## src/logic/ice_pkg.sv

```systemverilog
`default_nettype none

package ice_pkg;

	// Longest accepted frame payload
	localparam int MAX_PAYLOAD = 8;
	// Longest reply payload
	localparam int REPLY_BYTES = 4;
	// Requester 0 is the decoder NAK, 1 basics, 2 GPIO
	localparam int NUM_RESP = 3;

	// Frame type byte, ASCII command letters
	typedef enum logic [7:0] {
		CMD_VERSION    = 8'h56,
		CMD_SET_WRITE  = 8'h53,
		CMD_SET_READ   = 8'h73,
		CMD_GPIO_WRITE = 8'h47,
		CMD_GPIO_READ  = 8'h67
	} ice_cmd_e;

	// First byte of every reply
	typedef enum logic [7:0] {
		REPLY_ACK = 8'h00,
		REPLY_NAK = 8'h01
	} reply_kind_e;

	// Master bus, driven by the decoder only
	typedef struct packed {
		logic       frame_valid;
		logic       data_valid;
		logic [7:0] addr;
		logic [7:0] data;
	} ma_bus_t;

	// Header fields of the current frame
	typedef struct packed {
		logic [7:0] evt_id;
		logic [7:0] len;
		logic       frame_end;
	} ma_frame_t;

	// Reply descriptor, payload[0] goes out first
	typedef struct packed {
		reply_kind_e                 kind;
		logic [7:0]                  evt_id;
		logic [7:0]                  len;
		logic [REPLY_BYTES-1:0][7:0] payload;
	} reply_t;

	// Setting registers, reg_id 0 to 3 in this order
	typedef struct packed {
		logic [7:0] uart_baud_div;
		logic [7:0] goc_speed;
		logic [7:0] mbus_clk_div;
		logic [7:0] power_sw;
	} settings_t;

	typedef enum logic [2:0] {
		ST_TYPE,
		ST_EVT,
		ST_LEN,
		ST_PAYLOAD,
		ST_WAIT
	} dec_state_e;

	typedef enum logic [2:0] {
		SR_IDLE,
		SR_KIND,
		SR_EVT,
		SR_LEN,
		SR_DATA
	} ser_state_e;

endpackage

`default_nettype wire

```

## src/logic/ice_frame_decoder.sv

```systemverilog
`timescale 1ns/1ps
`default_nettype none

module ice_frame_decoder (
	input  wire                clk,
	input  wire                arst_n,
	input  wire  [7:0]         rx_char,
	input  wire                rx_char_valid,
	output logic               rx_char_ready,
	input  wire                reply_done,
	output ice_pkg::ma_bus_t   ma_bus,
	output ice_pkg::ma_frame_t ma_frame,
	output logic               nak_req,
	output ice_pkg::reply_t    nak_reply,
	input  wire                nak_grant
);
	import ice_pkg::*;

	dec_state_e state;
	logic [7:0] type_q;
	logic [7:0] evt_q;
	logic [7:0] len_q;
	logic [7:0] data_q;
	logic [7:0] remain_cnt;
	logic       frame_ok;
	logic       frame_valid;
	logic       data_valid;
	logic       end_stb;
	logic       rx_take;
	logic       type_known;
	logic       hdr_ok;

	// Input held off while a reply is pending
	assign rx_char_ready = (state != ST_WAIT);
	assign rx_take = rx_char_valid & rx_char_ready;

	// Types some responder answers
	always_comb begin
		case (type_q)
			CMD_VERSION, CMD_SET_WRITE, CMD_SET_READ, CMD_GPIO_WRITE, CMD_GPIO_READ:
				type_known = 1'b1;
			default:
				type_known = 1'b0;
		endcase
	end

	// Checked while the length byte is on rx_char
	assign hdr_ok = type_known && (rx_char <= 8'(MAX_PAYLOAD));

	always_ff @(posedge clk or negedge arst_n) begin
		if (!arst_n) begin
			state <= ST_TYPE;
			remain_cnt <= 8'd0;
			frame_ok <= 1'b0;
			frame_valid <= 1'b0;
			data_valid <= 1'b0;
			end_stb <= 1'b0;
			nak_req <= 1'b0;
		end else begin
			data_valid <= 1'b0;
			end_stb <= 1'b0;
			// Frame window closes after the end strobe
			if (end_stb)
				frame_valid <= 1'b0;
			case (state)
				ST_TYPE: begin
					if (rx_take)
						state <= ST_EVT;
				end
				ST_EVT: begin
					if (rx_take)
						state <= ST_LEN;
				end
				ST_LEN: begin
					if (rx_take) begin
						frame_ok <= hdr_ok;
						// Bad frames are consumed but not broadcast
						frame_valid <= hdr_ok;
						remain_cnt <= rx_char;
						if (rx_char == 8'd0) begin
							end_stb <= 1'b1;
							state <= ST_WAIT;
						end else begin
							state <= ST_PAYLOAD;
						end
					end
				end
				ST_PAYLOAD: begin
					if (rx_take) begin
						data_valid <= frame_ok;
						remain_cnt <= remain_cnt - 8'd1;
						if (remain_cnt == 8'd1) begin
							end_stb <= 1'b1;
							state <= ST_WAIT;
						end
					end
				end
				ST_WAIT: begin
					if (reply_done)
						state <= ST_TYPE;
				end
				default: state <= ST_TYPE;
			endcase
			// Immediate NAK for frames nobody will answer
			if (nak_grant)
				nak_req <= 1'b0;
			else if (end_stb && !frame_ok)
				nak_req <= 1'b1;
		end
	end

	// Header and payload capture
	always_ff @(posedge clk) begin
		if (rx_take) begin
			case (state)
				ST_TYPE:    type_q <= rx_char;
				ST_EVT:     evt_q <= rx_char;
				ST_LEN:     len_q <= rx_char;
				ST_PAYLOAD: data_q <= rx_char;
				default:    data_q <= data_q;
			endcase
		end
	end

	assign ma_bus = '{
		frame_valid: frame_valid,
		data_valid:  data_valid,
		addr:        type_q,
		data:        data_q
	};

	assign ma_frame = '{
		evt_id:    evt_q,
		len:       len_q,
		frame_end: end_stb & frame_ok
	};

	// NAK echoes the event id with no payload
	assign nak_reply = '{kind: REPLY_NAK, evt_id: evt_q, len: 8'd0, payload: '0};

	a_dv_in_frame: assert property (@(posedge clk) disable iff (!arst_n)
		ma_bus.data_valid |-> ma_bus.frame_valid);

endmodule

`default_nettype wire

```

## src/logic/basics_responder.sv

```systemverilog
`timescale 1ns/1ps
`default_nettype none

module basics_responder #(
	parameter int VERSION_MAJOR = 2,
	parameter int VERSION_MINOR = 1
) (
	input  wire                clk,
	input  wire                arst_n,
	input  wire ice_pkg::ma_bus_t   ma_bus,
	input  wire ice_pkg::ma_frame_t ma_frame,
	output logic               req,
	output ice_pkg::reply_t    reply,
	input  wire                grant,
	output ice_pkg::settings_t settings
);
	import ice_pkg::*;

	logic       mine;
	logic       decide;
	logic       wr_en;
	logic [1:0] byte_cnt;
	logic [7:0] b0_q;
	logic [7:0] b1_q;
	logic [7:0] arg0;
	logic [7:0] arg1;
	logic [7:0] rd_val;
	reply_t     reply_n;

	// Version and setting commands
	always_comb begin
		case (ma_bus.addr)
			CMD_VERSION, CMD_SET_WRITE, CMD_SET_READ: mine = 1'b1;
			default:                                  mine = 1'b0;
		endcase
	end

	assign decide = ma_frame.frame_end & ma_bus.frame_valid & mine;

	// Last byte can arrive together with frame_end
	always_comb begin
		arg0 = b0_q;
		arg1 = b1_q;
		if (ma_bus.data_valid) begin
			if (byte_cnt == 2'd0)
				arg0 = ma_bus.data;
			if (byte_cnt == 2'd1)
				arg1 = ma_bus.data;
		end
	end

	// Payload byte position, saturates after two
	always_ff @(posedge clk or negedge arst_n) begin
		if (!arst_n)
			byte_cnt <= 2'd0;
		else if (!ma_bus.frame_valid)
			byte_cnt <= 2'd0;
		else if (ma_bus.data_valid && byte_cnt != 2'd2)
			byte_cnt <= byte_cnt + 2'd1;
	end

	always_ff @(posedge clk) begin
		if (mine) begin
			b0_q <= arg0;
			b1_q <= arg1;
		end
	end

	// Register read mux
	always_comb begin
		case (arg0)
			8'd0:    rd_val = settings.uart_baud_div;
			8'd1:    rd_val = settings.goc_speed;
			8'd2:    rd_val = settings.mbus_clk_div;
			8'd3:    rd_val = settings.power_sw;
			default: rd_val = 8'd0;
		endcase
	end

	// NAK unless length and reg_id check out
	always_comb begin
		reply_n = '{kind: REPLY_NAK, evt_id: ma_frame.evt_id, len: 8'd0, payload: '0};
		wr_en = 1'b0;
		case (ma_bus.addr)
			CMD_VERSION: begin
				if (ma_frame.len == 8'd0) begin
					reply_n.kind = REPLY_ACK;
					reply_n.len = 8'd2;
					reply_n.payload[0] = 8'(VERSION_MAJOR);
					reply_n.payload[1] = 8'(VERSION_MINOR);
				end
			end
			CMD_SET_WRITE: begin
				if (ma_frame.len == 8'd2 && arg0 <= 8'd3) begin
					reply_n.kind = REPLY_ACK;
					wr_en = 1'b1;
				end
			end
			CMD_SET_READ: begin
				if (ma_frame.len == 8'd1 && arg0 <= 8'd3) begin
					reply_n.kind = REPLY_ACK;
					reply_n.len = 8'd1;
					reply_n.payload[0] = rd_val;
				end
			end
			default: wr_en = 1'b0;
		endcase
	end

	always_ff @(posedge clk or negedge arst_n) begin
		if (!arst_n) begin
			req <= 1'b0;
			settings <= '0;
		end else begin
			if (grant)
				req <= 1'b0;
			else if (decide)
				req <= 1'b1;
			if (decide && wr_en) begin
				case (arg0[1:0])
					2'd0: settings.uart_baud_div <= arg1;
					2'd1: settings.goc_speed <= arg1;
					2'd2: settings.mbus_clk_div <= arg1;
					2'd3: settings.power_sw <= arg1;
				endcase
			end
		end
	end

	always_ff @(posedge clk) begin
		if (decide)
			reply <= reply_n;
	end

	// Descriptor held until the arbiter takes it
	a_reply_hold: assert property (@(posedge clk) disable iff (!arst_n)
		req && !grant |=> req && $stable(reply));

endmodule

`default_nettype wire

```

## src/logic/gpio_responder.sv

```systemverilog
`timescale 1ns/1ps
`default_nettype none

module gpio_responder #(
	parameter int GPIO_WIDTH = 8
) (
	input  wire                     clk,
	input  wire                     arst_n,
	input  wire ice_pkg::ma_bus_t   ma_bus,
	input  wire ice_pkg::ma_frame_t ma_frame,
	output logic                    req,
	output ice_pkg::reply_t         reply,
	input  wire                     grant,
	input  wire  [GPIO_WIDTH-1:0]   gpio_in,
	output logic [GPIO_WIDTH-1:0]   gpio_level,
	output logic [GPIO_WIDTH-1:0]   gpio_oe
);
	import ice_pkg::*;

	logic       mine;
	logic       decide;
	logic       wr_en;
	logic       byte_idx;
	logic [7:0] b0_q;
	logic [7:0] arg0;
	logic [7:0] arg1;
	reply_t     reply_n;

	// Pin commands only
	assign mine = (ma_bus.addr == CMD_GPIO_WRITE) || (ma_bus.addr == CMD_GPIO_READ);
	assign decide = ma_frame.frame_end & ma_bus.frame_valid & mine;

	// Second byte is the one beside frame_end
	assign arg0 = (ma_bus.data_valid && !byte_idx) ? ma_bus.data : b0_q;
	assign arg1 = ma_bus.data;

	always_ff @(posedge clk or negedge arst_n) begin
		if (!arst_n)
			byte_idx <= 1'b0;
		else if (!ma_bus.frame_valid)
			byte_idx <= 1'b0;
		else if (ma_bus.data_valid)
			byte_idx <= 1'b1;
	end

	always_ff @(posedge clk) begin
		if (mine && ma_bus.data_valid && !byte_idx)
			b0_q <= ma_bus.data;
	end

	always_comb begin
		reply_n = '{kind: REPLY_NAK, evt_id: ma_frame.evt_id, len: 8'd0, payload: '0};
		wr_en = 1'b0;
		if (ma_bus.addr == CMD_GPIO_WRITE && ma_frame.len == 8'd2) begin
			reply_n.kind = REPLY_ACK;
			wr_en = ma_bus.data_valid && byte_idx;
		end else if (ma_bus.addr == CMD_GPIO_READ && ma_frame.len == 8'd0) begin
			// Pins sampled at frame_end
			reply_n.kind = REPLY_ACK;
			reply_n.len = 8'd1;
			reply_n.payload[0] = 8'(gpio_in);
		end
	end

	always_ff @(posedge clk or negedge arst_n) begin
		if (!arst_n) begin
			req <= 1'b0;
			gpio_level <= '0;
			gpio_oe <= '0;
		end else begin
			if (grant)
				req <= 1'b0;
			else if (decide)
				req <= 1'b1;
			// Level byte first, then direction
			if (decide && wr_en) begin
				gpio_level <= arg0[GPIO_WIDTH-1:0];
				gpio_oe <= arg1[GPIO_WIDTH-1:0];
			end
		end
	end

	always_ff @(posedge clk) begin
		if (decide)
			reply <= reply_n;
	end

endmodule

`default_nettype wire

```

## src/logic/ice_reply_arbiter.sv

```systemverilog
`timescale 1ns/1ps
`default_nettype none

module ice_reply_arbiter (
	input  wire                          clk,
	input  wire                          arst_n,
	input  wire  [ice_pkg::NUM_RESP-1:0] req,
	input  wire ice_pkg::reply_t         replies [ice_pkg::NUM_RESP],
	output logic [ice_pkg::NUM_RESP-1:0] grant,
	output logic [7:0]                   tx_char,
	output logic                         tx_char_valid,
	input  wire                          tx_char_ready,
	output logic                         reply_done
);
	import ice_pkg::*;

	localparam int SEL_W = $clog2(NUM_RESP);
	localparam int IDX_W = $clog2(REPLY_BYTES);

	ser_state_e       state;
	logic [SEL_W-1:0] pick;
	logic [SEL_W-1:0] sel_q;
	logic [NUM_RESP-1:0] pick_oh;
	logic [IDX_W-1:0] byte_idx;
	reply_t           cur;
	logic             tx_take;
	logic             last_data;

	// Fixed priority, lowest index wins
	always_comb begin
		pick = '0;
		pick_oh = '0;
		for (int i = NUM_RESP - 1; i >= 0; i--) begin
			if (req[i]) begin
				pick = SEL_W'(i);
				pick_oh = NUM_RESP'(1) << i;
			end
		end
	end

	assign tx_char_valid = (state != SR_IDLE);
	assign tx_take = tx_char_valid & tx_char_ready;
	assign last_data = (8'(byte_idx) + 8'd1) == cur.len;

	always_ff @(posedge clk or negedge arst_n) begin
		if (!arst_n) begin
			state <= SR_IDLE;
			grant <= '0;
			sel_q <= '0;
			byte_idx <= '0;
			reply_done <= 1'b0;
		end else begin
			grant <= '0;
			reply_done <= 1'b0;
			case (state)
				SR_IDLE: begin
					// Grant cycle, descriptor latched here
					if (grant != '0) begin
						state <= SR_KIND;
					end else if (|req) begin
						grant <= pick_oh;
						sel_q <= pick;
					end
				end
				SR_KIND: begin
					if (tx_take)
						state <= SR_EVT;
				end
				SR_EVT: begin
					if (tx_take)
						state <= SR_LEN;
				end
				SR_LEN: begin
					if (tx_take) begin
						byte_idx <= '0;
						if (cur.len == 8'd0) begin
							reply_done <= 1'b1;
							state <= SR_IDLE;
						end else begin
							state <= SR_DATA;
						end
					end
				end
				SR_DATA: begin
					if (tx_take) begin
						if (last_data) begin
							reply_done <= 1'b1;
							state <= SR_IDLE;
						end else begin
							byte_idx <= byte_idx + 1'b1;
						end
					end
				end
				default: state <= SR_IDLE;
			endcase
		end
	end

	always_ff @(posedge clk) begin
		if (state == SR_IDLE && grant != '0)
			cur <= replies[sel_q];
	end

	// Byte on the line follows the state only
	always_comb begin
		case (state)
			SR_KIND: tx_char = cur.kind;
			SR_EVT:  tx_char = cur.evt_id;
			SR_LEN:  tx_char = cur.len;
			SR_DATA: tx_char = cur.payload[byte_idx];
			default: tx_char = 8'd0;
		endcase
	end

	a_grant_legal: assert property (@(posedge clk) disable iff (!arst_n)
		$onehot0(grant) && ((grant & ~req) == '0));

	// Stall keeps the same byte on the line
	a_stall_hold: assert property (@(posedge clk) disable iff (!arst_n)
		tx_char_valid && !tx_char_ready |=> tx_char_valid && $stable(tx_char));

endmodule

`default_nettype wire

```

## src/logic/ice_bus.sv

```systemverilog
`timescale 1ns/1ps
`default_nettype none

module ice_bus #(
	parameter int VERSION_MAJOR = 2,
	parameter int VERSION_MINOR = 1,
	parameter int GPIO_WIDTH = 8
) (
	input  wire                     clk,
	input  wire                     arst_n,
	input  wire  [7:0]              rx_char,
	input  wire                     rx_char_valid,
	output logic                    rx_char_ready,
	output logic [7:0]              tx_char,
	output logic                    tx_char_valid,
	input  wire                     tx_char_ready,
	input  wire  [GPIO_WIDTH-1:0]   gpio_in,
	output logic [GPIO_WIDTH-1:0]   gpio_level,
	output logic [GPIO_WIDTH-1:0]   gpio_oe,
	output ice_pkg::settings_t      settings
);
	import ice_pkg::*;

	// Master bus and frame header
	ma_bus_t              ma_bus;
	ma_frame_t            ma_frame;
	// Request/grant per responder, index 0 is the immediate NAK
	wire [NUM_RESP-1:0]   req;
	logic [NUM_RESP-1:0]  grant;
	wire reply_t          replies [NUM_RESP];
	logic                 reply_done;

	ice_frame_decoder u_decoder (
		.clk(clk),
		.arst_n(arst_n),
		.rx_char(rx_char),
		.rx_char_valid(rx_char_valid),
		.rx_char_ready(rx_char_ready),
		.reply_done(reply_done),
		.ma_bus(ma_bus),
		.ma_frame(ma_frame),
		.nak_req(req[0]),
		.nak_reply(replies[0]),
		.nak_grant(grant[0])
	);

	// Version and setting registers
	basics_responder #(
		.VERSION_MAJOR(VERSION_MAJOR),
		.VERSION_MINOR(VERSION_MINOR)
	) u_basics (
		.clk(clk),
		.arst_n(arst_n),
		.ma_bus(ma_bus),
		.ma_frame(ma_frame),
		.req(req[1]),
		.reply(replies[1]),
		.grant(grant[1]),
		.settings(settings)
	);

	// Pin access
	gpio_responder #(
		.GPIO_WIDTH(GPIO_WIDTH)
	) u_gpio (
		.clk(clk),
		.arst_n(arst_n),
		.ma_bus(ma_bus),
		.ma_frame(ma_frame),
		.req(req[2]),
		.reply(replies[2]),
		.grant(grant[2]),
		.gpio_in(gpio_in),
		.gpio_level(gpio_level),
		.gpio_oe(gpio_oe)
	);

	ice_reply_arbiter u_arbiter (
		.clk(clk),
		.arst_n(arst_n),
		.req(req),
		.replies(replies),
		.grant(grant),
		.tx_char(tx_char),
		.tx_char_valid(tx_char_valid),
		.tx_char_ready(tx_char_ready),
		.reply_done(reply_done)
	);

endmodule

`default_nettype wire

```

## config.mk

```make
export PLATFORM = sky130hd
export DESIGN_NAME = ice_bus
export DESIGN_NICKNAME = d
export VERILOG_FILES = /design/src/logic/ice_pkg.sv /design/src/logic/ice_frame_decoder.sv /design/src/logic/basics_responder.sv /design/src/logic/gpio_responder.sv /design/src/logic/ice_reply_arbiter.sv /design/src/logic/ice_bus.sv
export SDC_FILE = /design/constraint.sdc
export NUM_CORES = 1
export LEC_CHECK = 0
export BUFFER_PORTS_ARGS = -buffer_cell sky130_fd_sc_hd__buf_2
export CAP_MARGIN = 20
export CORE_ASPECT_RATIO = 1.5
export CORE_MARGIN = 2
export CORE_UTILIZATION = 35
export CTS_CLUSTER_SIZE = 24
export DETAILED_ROUTE_END_ITERATION = 10
export PLACE_DENSITY_LB_ADDON = 0.25
export SKIP_CTS_REPAIR_TIMING = 1
export SLEW_MARGIN = 20
export SYNTH_ARGS = -nofsm -noshare
export SYNTH_HDL_FRONTEND = slang
export SYNTH_SLANG_ARGS = --single-unit
```

## constraint.sdc

```tcl
create_clock -name clk -period 6.5 [get_ports clk]
set_input_delay 1.3 -clock clk [delete_from_list [all_inputs] [get_ports clk]]
set_output_delay 1.3 -clock clk [all_outputs]
set_load 0.01 [all_outputs]
```

==> flow_metrics.py, run 1 <==
metrics = {
    "route": {
        "drt-total-wl_mm": 17.9,
        "highest-signal-layer": "met4",
        "met2RoutedLength_mm": 9.63,
        "route.met3.wl_um": 579,
        "antenna_violating_nets_post_route": 0,
        "detailroute.via_count": 4994,
        "remaining_drc_errors": 0,
        "wl_met1_mm": 7.22,
        "drt-vias-per-instance": 5.03,
        "firstDrtPassIters": 5,
        "drt_first_iter_violations": 246,
        "routed_len_inst_um": 18.0,
    },
    "cells_and_area": {
        "ratio_of_cells_with_drive_above_1_in_the_final_layout": 0.294,
        "most-common-layout-cells": "sky130_fd_sc_hd__edfxtp_1, sky130_fd_sc_hd__dfrtp_1, sky130_fd_sc_hd__buf_2",
        "layout_commonest_cell": "sky130_fd_sc_hd__edfxtp_1",
        "syn_to_final_growth_pct": 16.0,
        "layout.core_utilization": 0.413,
        "layout.nets": 690,
        "diodes": 0,
    },
    "worst_setup_path": {
        "timing.rr.start": "u_basics.byte_cnt[0]$_DFFE_PN0P_",
        "path_class": "reg -> out",
        "worst_path_max_delay_cell": "sky130_fd_sc_hd__or3b_2",
        "critPathArrivalTime_ns": 2.44,
        "worstSetupEndpointType": "output pin",
        "crit_fanout": 11,
        "path_cells": "or3b_2, nor3_1, nand2_1, o21ai_0, buf_2",
        "reg2reg_slack_ns": 3.48,
        "regToRegEndpoint": "u_basics.settings[18]$_DFFE_PN0P_",
        "crit_buf_inv": 1,
        "worstPathRequired_ns": 5.20,
        "delay_contributed_by_the_slowest_stage_of_the_critical_path_ns": 0.57,
        "timing.critical_path.max_delay_family": "simple AND/OR/NAND/NOR gates",
        "setup.worst_path.start_class": "flop",
        "worst_r2r_path_depth": 6,
    },
    "grt": {
        "number_of_antenna_violations_at_the_first_check_in_global_routing": 0,
        "grt_util_all_layers": 0.152,
        "grt_first_pass_wirelength_mm": 28.5,
        "largest_net_degree_at_the_start_of_global_routing": 59,
        "number_of_global_route_vias_before_repair": 5173,
        "grt_remaining_overflow": 0,
    },
    "clocking": {
        "clock_latency_ns": 0.43,
        "cts_tree": "built",
        "h-tree-depth": 4,
        "cts-buffers-inserted": 17,
        "root_buffer": "sky130_fd_sc_hd__clkbuf_16",
        "clock_sinks": 194,
        "clock_slew_seen_by_the_registers_of_the_worst_setup_and_hold_paths_ns": 0.07,
        "cts-root-to-sink-buffers": 2,
    },
    "worst_hold_path": {
        "min_path_cells": 1,
        "worstHoldPathType": "reg -> reg",
        "worst_hold_startpoint": "u_arbiter.grant[2]$_DFF_PN0_",
        "holdPathEnd": "u_gpio.req$_DFFE_PN0P_",
    },
    "placement": {
        "globalplace.congestion": 0.881,
        "port_buffers": 77,
        "detailedPlace.worstSlack_ns": 3.22,
        "hpwlAfterDp_mm": 13.0,
    },
    "sta": {
        "post-route-min-period_ns": 3.74,
        "setup_viol": 0,
        "rsz0062_at_grt": "false",
        "finClkSkew_ns": 0.0192,
        "finalHoldViolCount": 0,
        "timing.final.crit_share": 0.575,
        "finalHoldWorstSlack_ns": 0.436,
        "slew_headroom": 0.404,
        "slew_viols_final": 0,
        "setup-tns-final_ns": 0,
        "final_critical_path_setup_slack_ns": 2.76,
        "worstMarginPinSlew_ns": 0.887,
        "clock.fmax_mhz": 267,
    },
    "power": {
        "cellPowerDensity_nw_per_um2": 311,
        "p_leak_nw": 3.82,
        "vdd.ir_drop.worst_mv": 0.183,
        "power_mw": 2.96,
    },
    "floorplanning": {
        "design.core.area_um2": 23100,
        "rows": 68,
        "initial_utilization": 0.356,
        "floorplan.die.width_um": 129,
        "area_of_the_die_um2": 24700,
        "floorplan.io_pins": 78,
        "die_height_um": 192,
    },
    "synthesis": {
        "syn-num-nets": 609,
        "post_synth_num_cell_types": 57,
        "synth_enable_flop_cells": 114,
        "synth_area_per_cell_um2": 14.1,
        "async_flop_share": 0.412,
        "synth_top_area_cell": "sky130_fd_sc_hd__edfxtp_1",
        "synthFlopType": "sky130_fd_sc_hd__edfxtp_1",
        "synth-warning-count": 0,
        "summed_instance_area_of_the_synthesized_netlist_um2": 8210,
        "synth_seq_cells": 194,
        "sequential_area_share_after_synthesis": 0.661,
        "synth_top_cells_by_area": "sky130_fd_sc_hd__edfxtp_1, sky130_fd_sc_hd__dfrtp_1, sky130_fd_sc_hd__mux2_2",
        "synth_top_area_frac": 0.417,
        "synthesis.instances": 583,
    },
    "status": {
        "status": "completed",
    },
    "run": {
        "maxCapViolations": 0,
    },
}
## report_power, final
group / internal (mW) / switching (mW)
clock network: 0.584 / 0.460
logic: 0.148 / 0.230
registers: 1.42 / 0.123
## logic make-up after synthesis
kind of cell | share of synthesized area
AOI/OAI and AO/OA | 0.0820
buffers and inverters | 0.0192
xor gates and xnor gates | 0.00534
DFF | 0.661
adders and majority gates | 0.00915
and+or+nand+nor | 0.106
muxes | 0.117
## worst max-delay path by stage
stage	startpoint	end	slack (ns)	depth (start not counted)
after global placement	u_arbiter.state[0]$_DFFE_PN0P_	tx_char[1]	3.34	5
after detailed placement	u_arbiter.state[0]$_DFFE_PN0P_	tx_char[1]	3.22	5
after CTS	u_arbiter.state[0]$_DFFE_PN0P_	tx_char[1]	2.74	5
after global routing	u_arbiter.state[0]$_DFFE_PN0P_	tx_char[1]	2.63	5
final	u_arbiter.state[0]$_DFFE_PN0P_	tx_char[1]	2.76	5
after floorplan	u_arbiter.state[0]$_DFFE_PN0P_	tx_char[2]	3.46	4
## layer usage
| layer | vias to the layer above | global-route usage |
|---|---|---|
| li1 | 2338 | - |
| met1 | 2520 | 0.182 |
| met2 | 113 | 0.269 |
| met3 | 23 | 0.0269 |
| met4 | 0 | 0.0610 |
| met5 | - | 0 |
## cells in the mapped netlist, types with 2 or more instances
cell type                    n
sky130_fd_sc_hd__buf_6       2
sky130_fd_sc_hd__nand4b_1    3
sky130_fd_sc_hd__xor2_1      2
sky130_fd_sc_hd__o211ai_1    2
sky130_fd_sc_hd__and3_1      3
sky130_fd_sc_hd__a22oi_1    14
sky130_fd_sc_hd__nor3_1      7
sky130_fd_sc_hd__o21ai_1     3
sky130_fd_sc_hd__nor2b_1    11
sky130_fd_sc_hd__o21ai_0    24
sky130_fd_sc_hd__o22a_1      4
sky130_fd_sc_hd__nor2_1     40
sky130_fd_sc_hd__nand4_1     2
sky130_fd_sc_hd__mux2_2     63
sky130_fd_sc_hd__or3_2       2
sky130_fd_sc_hd__ha_1        6
sky130_fd_sc_hd__nor3b_1     2
sky130_fd_sc_hd__nor3b_2     3
sky130_fd_sc_hd__a221oi_1    2
sky130_fd_sc_hd__nand2_1    36
sky130_fd_sc_hd__edfxtp_1  114
sky130_fd_sc_hd__mux2i_1    10
sky130_fd_sc_hd__a21oi_1    17
sky130_fd_sc_hd__dfrtp_1    80
sky130_fd_sc_hd__or3_1       4
sky130_fd_sc_hd__inv_1      12
sky130_fd_sc_hd__a22o_1     16
sky130_fd_sc_hd__clkbuf_1   15
sky130_fd_sc_hd__buf_2       2
sky130_fd_sc_hd__a21o_1      2
sky130_fd_sc_hd__mux2_4     10
sky130_fd_sc_hd__nor4_1      4
sky130_fd_sc_hd__o31ai_1     2
sky130_fd_sc_hd__nand2b_1    9
sky130_fd_sc_hd__xnor2_1     3
sky130_fd_sc_hd__and2_1     15
sky130_fd_sc_hd__nand3b_1    5
sky130_fd_sc_hd__a31oi_1     7
sky130_fd_sc_hd__nand3_1     7
## final cells by class
| cell class | count | area, µm² |
|---|---|---|
| multi-input combinational | 356 | 2630 |
| sequential | 194 | 5430 |
| inverter | 12 | 45.0 |
| fill | 2156 | 13500 |
| clock inverter | 13 | 149 |
| clock buffer | 19 | 443 |
| timing repair buffer | 83 | 433 |
| tap | 315 | 394 |
## through the flow
stage	cells	instance area (µm²)
after floorplan	583	8210
after global placement	960	8920
after detailed placement	960	8920
after CTS	992	9510
after global routing	992	9520
final	992	9520
## flip-flops by register name (all words and copies together) (netlist names), 8 cells and up
register / cells
u_basics.settings: 32
u_gpio.gpio_oe: 8
u_decoder.len_q: 8
u_basics.reply: 20
u_decoder.remain_cnt: 8
u_decoder.type_q: 8
u_decoder.data_q: 8
u_gpio.gpio_level: 8
u_basics.b1_q: 8
u_decoder.evt_q: 8
u_basics.b0_q: 8
u_arbiter.cur: 20
u_gpio.b0_q: 8
u_gpio.reply: 18
(Power assumes the default switching activity.)
==> run 2: changes to the inputs <==
clock period = 3 ns   (was 6.5 ns; I/O delays follow)
==> flow_metrics.py, run 2 (synthesis gave the netlist of run 1 again) <==
metrics = {
    "cells_and_area": {
        "regArea_um2": 5430,
        "most-common-layout-cells": "sky130_fd_sc_hd__edfxtp_1, sky130_fd_sc_hd__dfrtp_1, sky130_fd_sc_hd__buf_2",
        "layout_commonest_cell": "sky130_fd_sc_hd__edfxtp_1",
        "ratio_of_cells_with_drive_above_1_in_the_final_layout": 0.299,
        "registers.top_by_ff_count": "u_basics.settings",
        "layout.nets": 701,
        "diodes": 0,
        "reg.largest.list": "u_basics.settings x32, u_arbiter.cur x20, u_basics.reply x20",
        "postLayoutCellArea_um2": 9580,
        "syn_to_final_growth_pct": 16.8,
        "final_cell_count_no_fill": 1003,
        "layout.filler_cells": 2108,
        "max_reg_flops": 32,
        "multi_input_comb_area_um2": 2630,
    },
    "grt": {
        "number_of_global_route_vias_before_repair": 5284,
        "grt_util_all_layers": 0.152,
        "grt_remaining_overflow": 0,
        "largest_net_degree_at_the_start_of_global_routing": 81,
        "grt_first_pass_wirelength_mm": 28.7,
        "number_of_antenna_violations_at_the_first_check_in_global_routing": 0,
    },
    "clocking": {
        "clock_latency_ns": 0.42,
        "h-tree-depth": 4,
        "cts_tree": "built",
        "clock_slew_seen_by_the_registers_of_the_worst_setup_and_hold_paths_ns": 0.07,
        "cts-root-to-sink-buffers": 2,
        "root_buffer": "sky130_fd_sc_hd__clkbuf_16",
        "cts-buffers-inserted": 17,
        "clock_sinks": 194,
    },
    "worst_hold_path": {
        "worstHoldPathType": "in -> async",
    },
    "route": {
        "routed_len_inst_um": 17.8,
        "detailroute.via_count": 5028,
        "drt_first_iter_violations": 256,
        "antenna_violating_nets_post_route": 0,
        "remaining_drc_errors": 0,
        "firstDrtPassIters": 4,
        "drt-vias-per-instance": 5.01,
        "drt-total-wl_mm": 17.8,
    },
    "run": {
        "maxCapViolations": 0,
    },
    "worst_setup_path": {
        "worstSetupEndpointType": "output pin",
        "regToRegEndpoint": "u_basics.settings[9]$_DFFE_PN0P_",
        "crit_fanout": 11,
        "cp-startpoint": "u_arbiter.state[0]$_DFFE_PN0P_",
        "timing.rr.start": "u_basics.byte_cnt[0]$_DFFE_PN0P_",
        "worstPathRequired_ns": 2.40,
        "worstSetupEndpoint": "tx_char[1]",
        "critPathArrivalTime_ns": 2.13,
        "reg2reg_slack_ns": 0.41,
        "delay_contributed_by_the_slowest_stage_of_the_critical_path_ns": 0.56,
        "path_cells": "or3b_2, nor3_1, buf_4, nand2_1, o21ai_0, buf_2",
        "worst_r2r_path_depth": 7,
        "path_class": "reg -> out",
        "worst_path_max_delay_cell": "sky130_fd_sc_hd__or3b_2",
        "setup.worst_path.start_class": "flop",
    },
    "power": {
        "vdd.ir_drop.worst_mv": 0.398,
        "power.sequential.fraction": 0.527,
        "cellPowerDensity_nw_per_um2": 660,
        "combinationalPowerShare": 0.130,
        "net_switching_share_of_the_total_power": 0.269,
        "clock_power_share": 0.344,
        "p_sw_mw": 1.70,
        "power_mw": 6.33,
        "p_leak_nw": 3.87,
        "intPower_mw": 4.63,
    },
    "sta": {
        "slew_viols_final": 0,
        "post-route-min-period_ns": 2.73,
        "finClkSkew_ns": 0.00948,
        "slew_headroom": 0.518,
        "timing.final.crit_share": 0.909,
        "rsz0062_at_grt": "false",
        "finalHoldViolCount": 0,
        "worstMarginPinSlew_ns": 0.722,
        "setup-tns-final_ns": 0,
        "finalHoldWorstSlack_ns": 0.190,
        "setup_viol": 0,
        "clock.fmax_mhz": 367,
    },
    "floorplanning": {
        "floorplan.die.width_um": 129,
        "die_height_um": 192,
        "initial_utilization": 0.356,
        "design.core.area_um2": 23100,
        "area_of_the_die_um2": 24700,
        "floorplan.io_pins": 78,
        "rows": 68,
    },
    "placement": {
        "globalplace.congestion": 0.855,
        "port_buffers": 77,
        "cell_count_after_placement": 971,
        "postPlaceCellArea_um2": 9020,
        "hpwlAfterDp_mm": 13.0,
    },
    "status": {
        "status": "completed",
    },
}
run 2: cell count changes in the layout (fill, tap and decap cells not counted), sizes merged:
cell	previous run	this run
buf	83	94
clkinv	6	7
inv	16	15
clkinvlp	1	2
clkbuf	19	18
run 2: per-layer routing:
metal | vias up | global-route usage | routed length [µm]
li1 | 2356 | - | -
met1 | 2509 | 0.181 | 7220
met2 | 134 | 0.267 | 9580
met3 | 29 | 0.0291 | 602
met4 | 0 | 0.0635 | 433
met5 | - | 0 | 0
run 2: power groups by stage:
stage / Clock (mW) / Combinational, mW / Sequential [mW]
6_report: 2.18 / 0.820 / 3.33
5_1_grt: 2.36 / 0.936 / 3.37
4_1_cts: 2.24 / 0.830 / 3.33
3_5_place_dp: 0 / 0.828 / 3.38
3_3_place_gp: 0 / 0.801 / 3.37
2_1_floorplan: 0 / 0.647 / 3.25
run 2: layout make-up:
cell class / instances / share of cell area
inverter: 12 / 0.00470
clock buffer: 18 / 0.0448
timing repair buffer: 94 / 0.0551
tap: 315 / 0.0411
multi-input combinational: 356 / 0.274
clock inverter: 14 / 0.0142
sequential: 194 / 0.566
run 2: through the flow:
stage	worst slack, ns	utilization
3_3_place_gp	0.502	0.391
5_1_grt	0.0980	0.416
6_report	0.273	0.416
3_5_place_dp	0.429	0.391
4_1_cts	0.220	0.416
2_1_floorplan	0.624	-
run 2: worst min-delay path by stage:
stage                                      start                                 to  slack [ns]
floorplan                                 arst_n  u_arbiter.byte_idx[0]$_DFFE_PN0P_        0.30
global placement    u_arbiter.grant[0]$_DFF_PN0_      u_decoder.nak_req$_DFFE_PN0P_        0.42
detailed placement  u_arbiter.grant[0]$_DFF_PN0_      u_decoder.nak_req$_DFFE_PN0P_        0.42
CTS                                       arst_n     u_arbiter.reply_done$_DFF_PN0_        0.21
global route                              arst_n   u_gpio.gpio_level[3]$_DFFE_PN0P_        0.23
finish                                    arst_n   u_gpio.gpio_level[3]$_DFFE_PN0P_        0.19
run 2: worst max-delay path: cells and delay by family, from the launching register on:
| family | cells | cell delay (ns) |
|---|---|---|
| AO/OA/AOI/OAI | 1 | 0.08 |
| buffers and inverters | 2 | 0.33 |
| AND/OR/NAND/NOR | 3 | 0.79 |
| flip-flops | 1 | 0.50 |
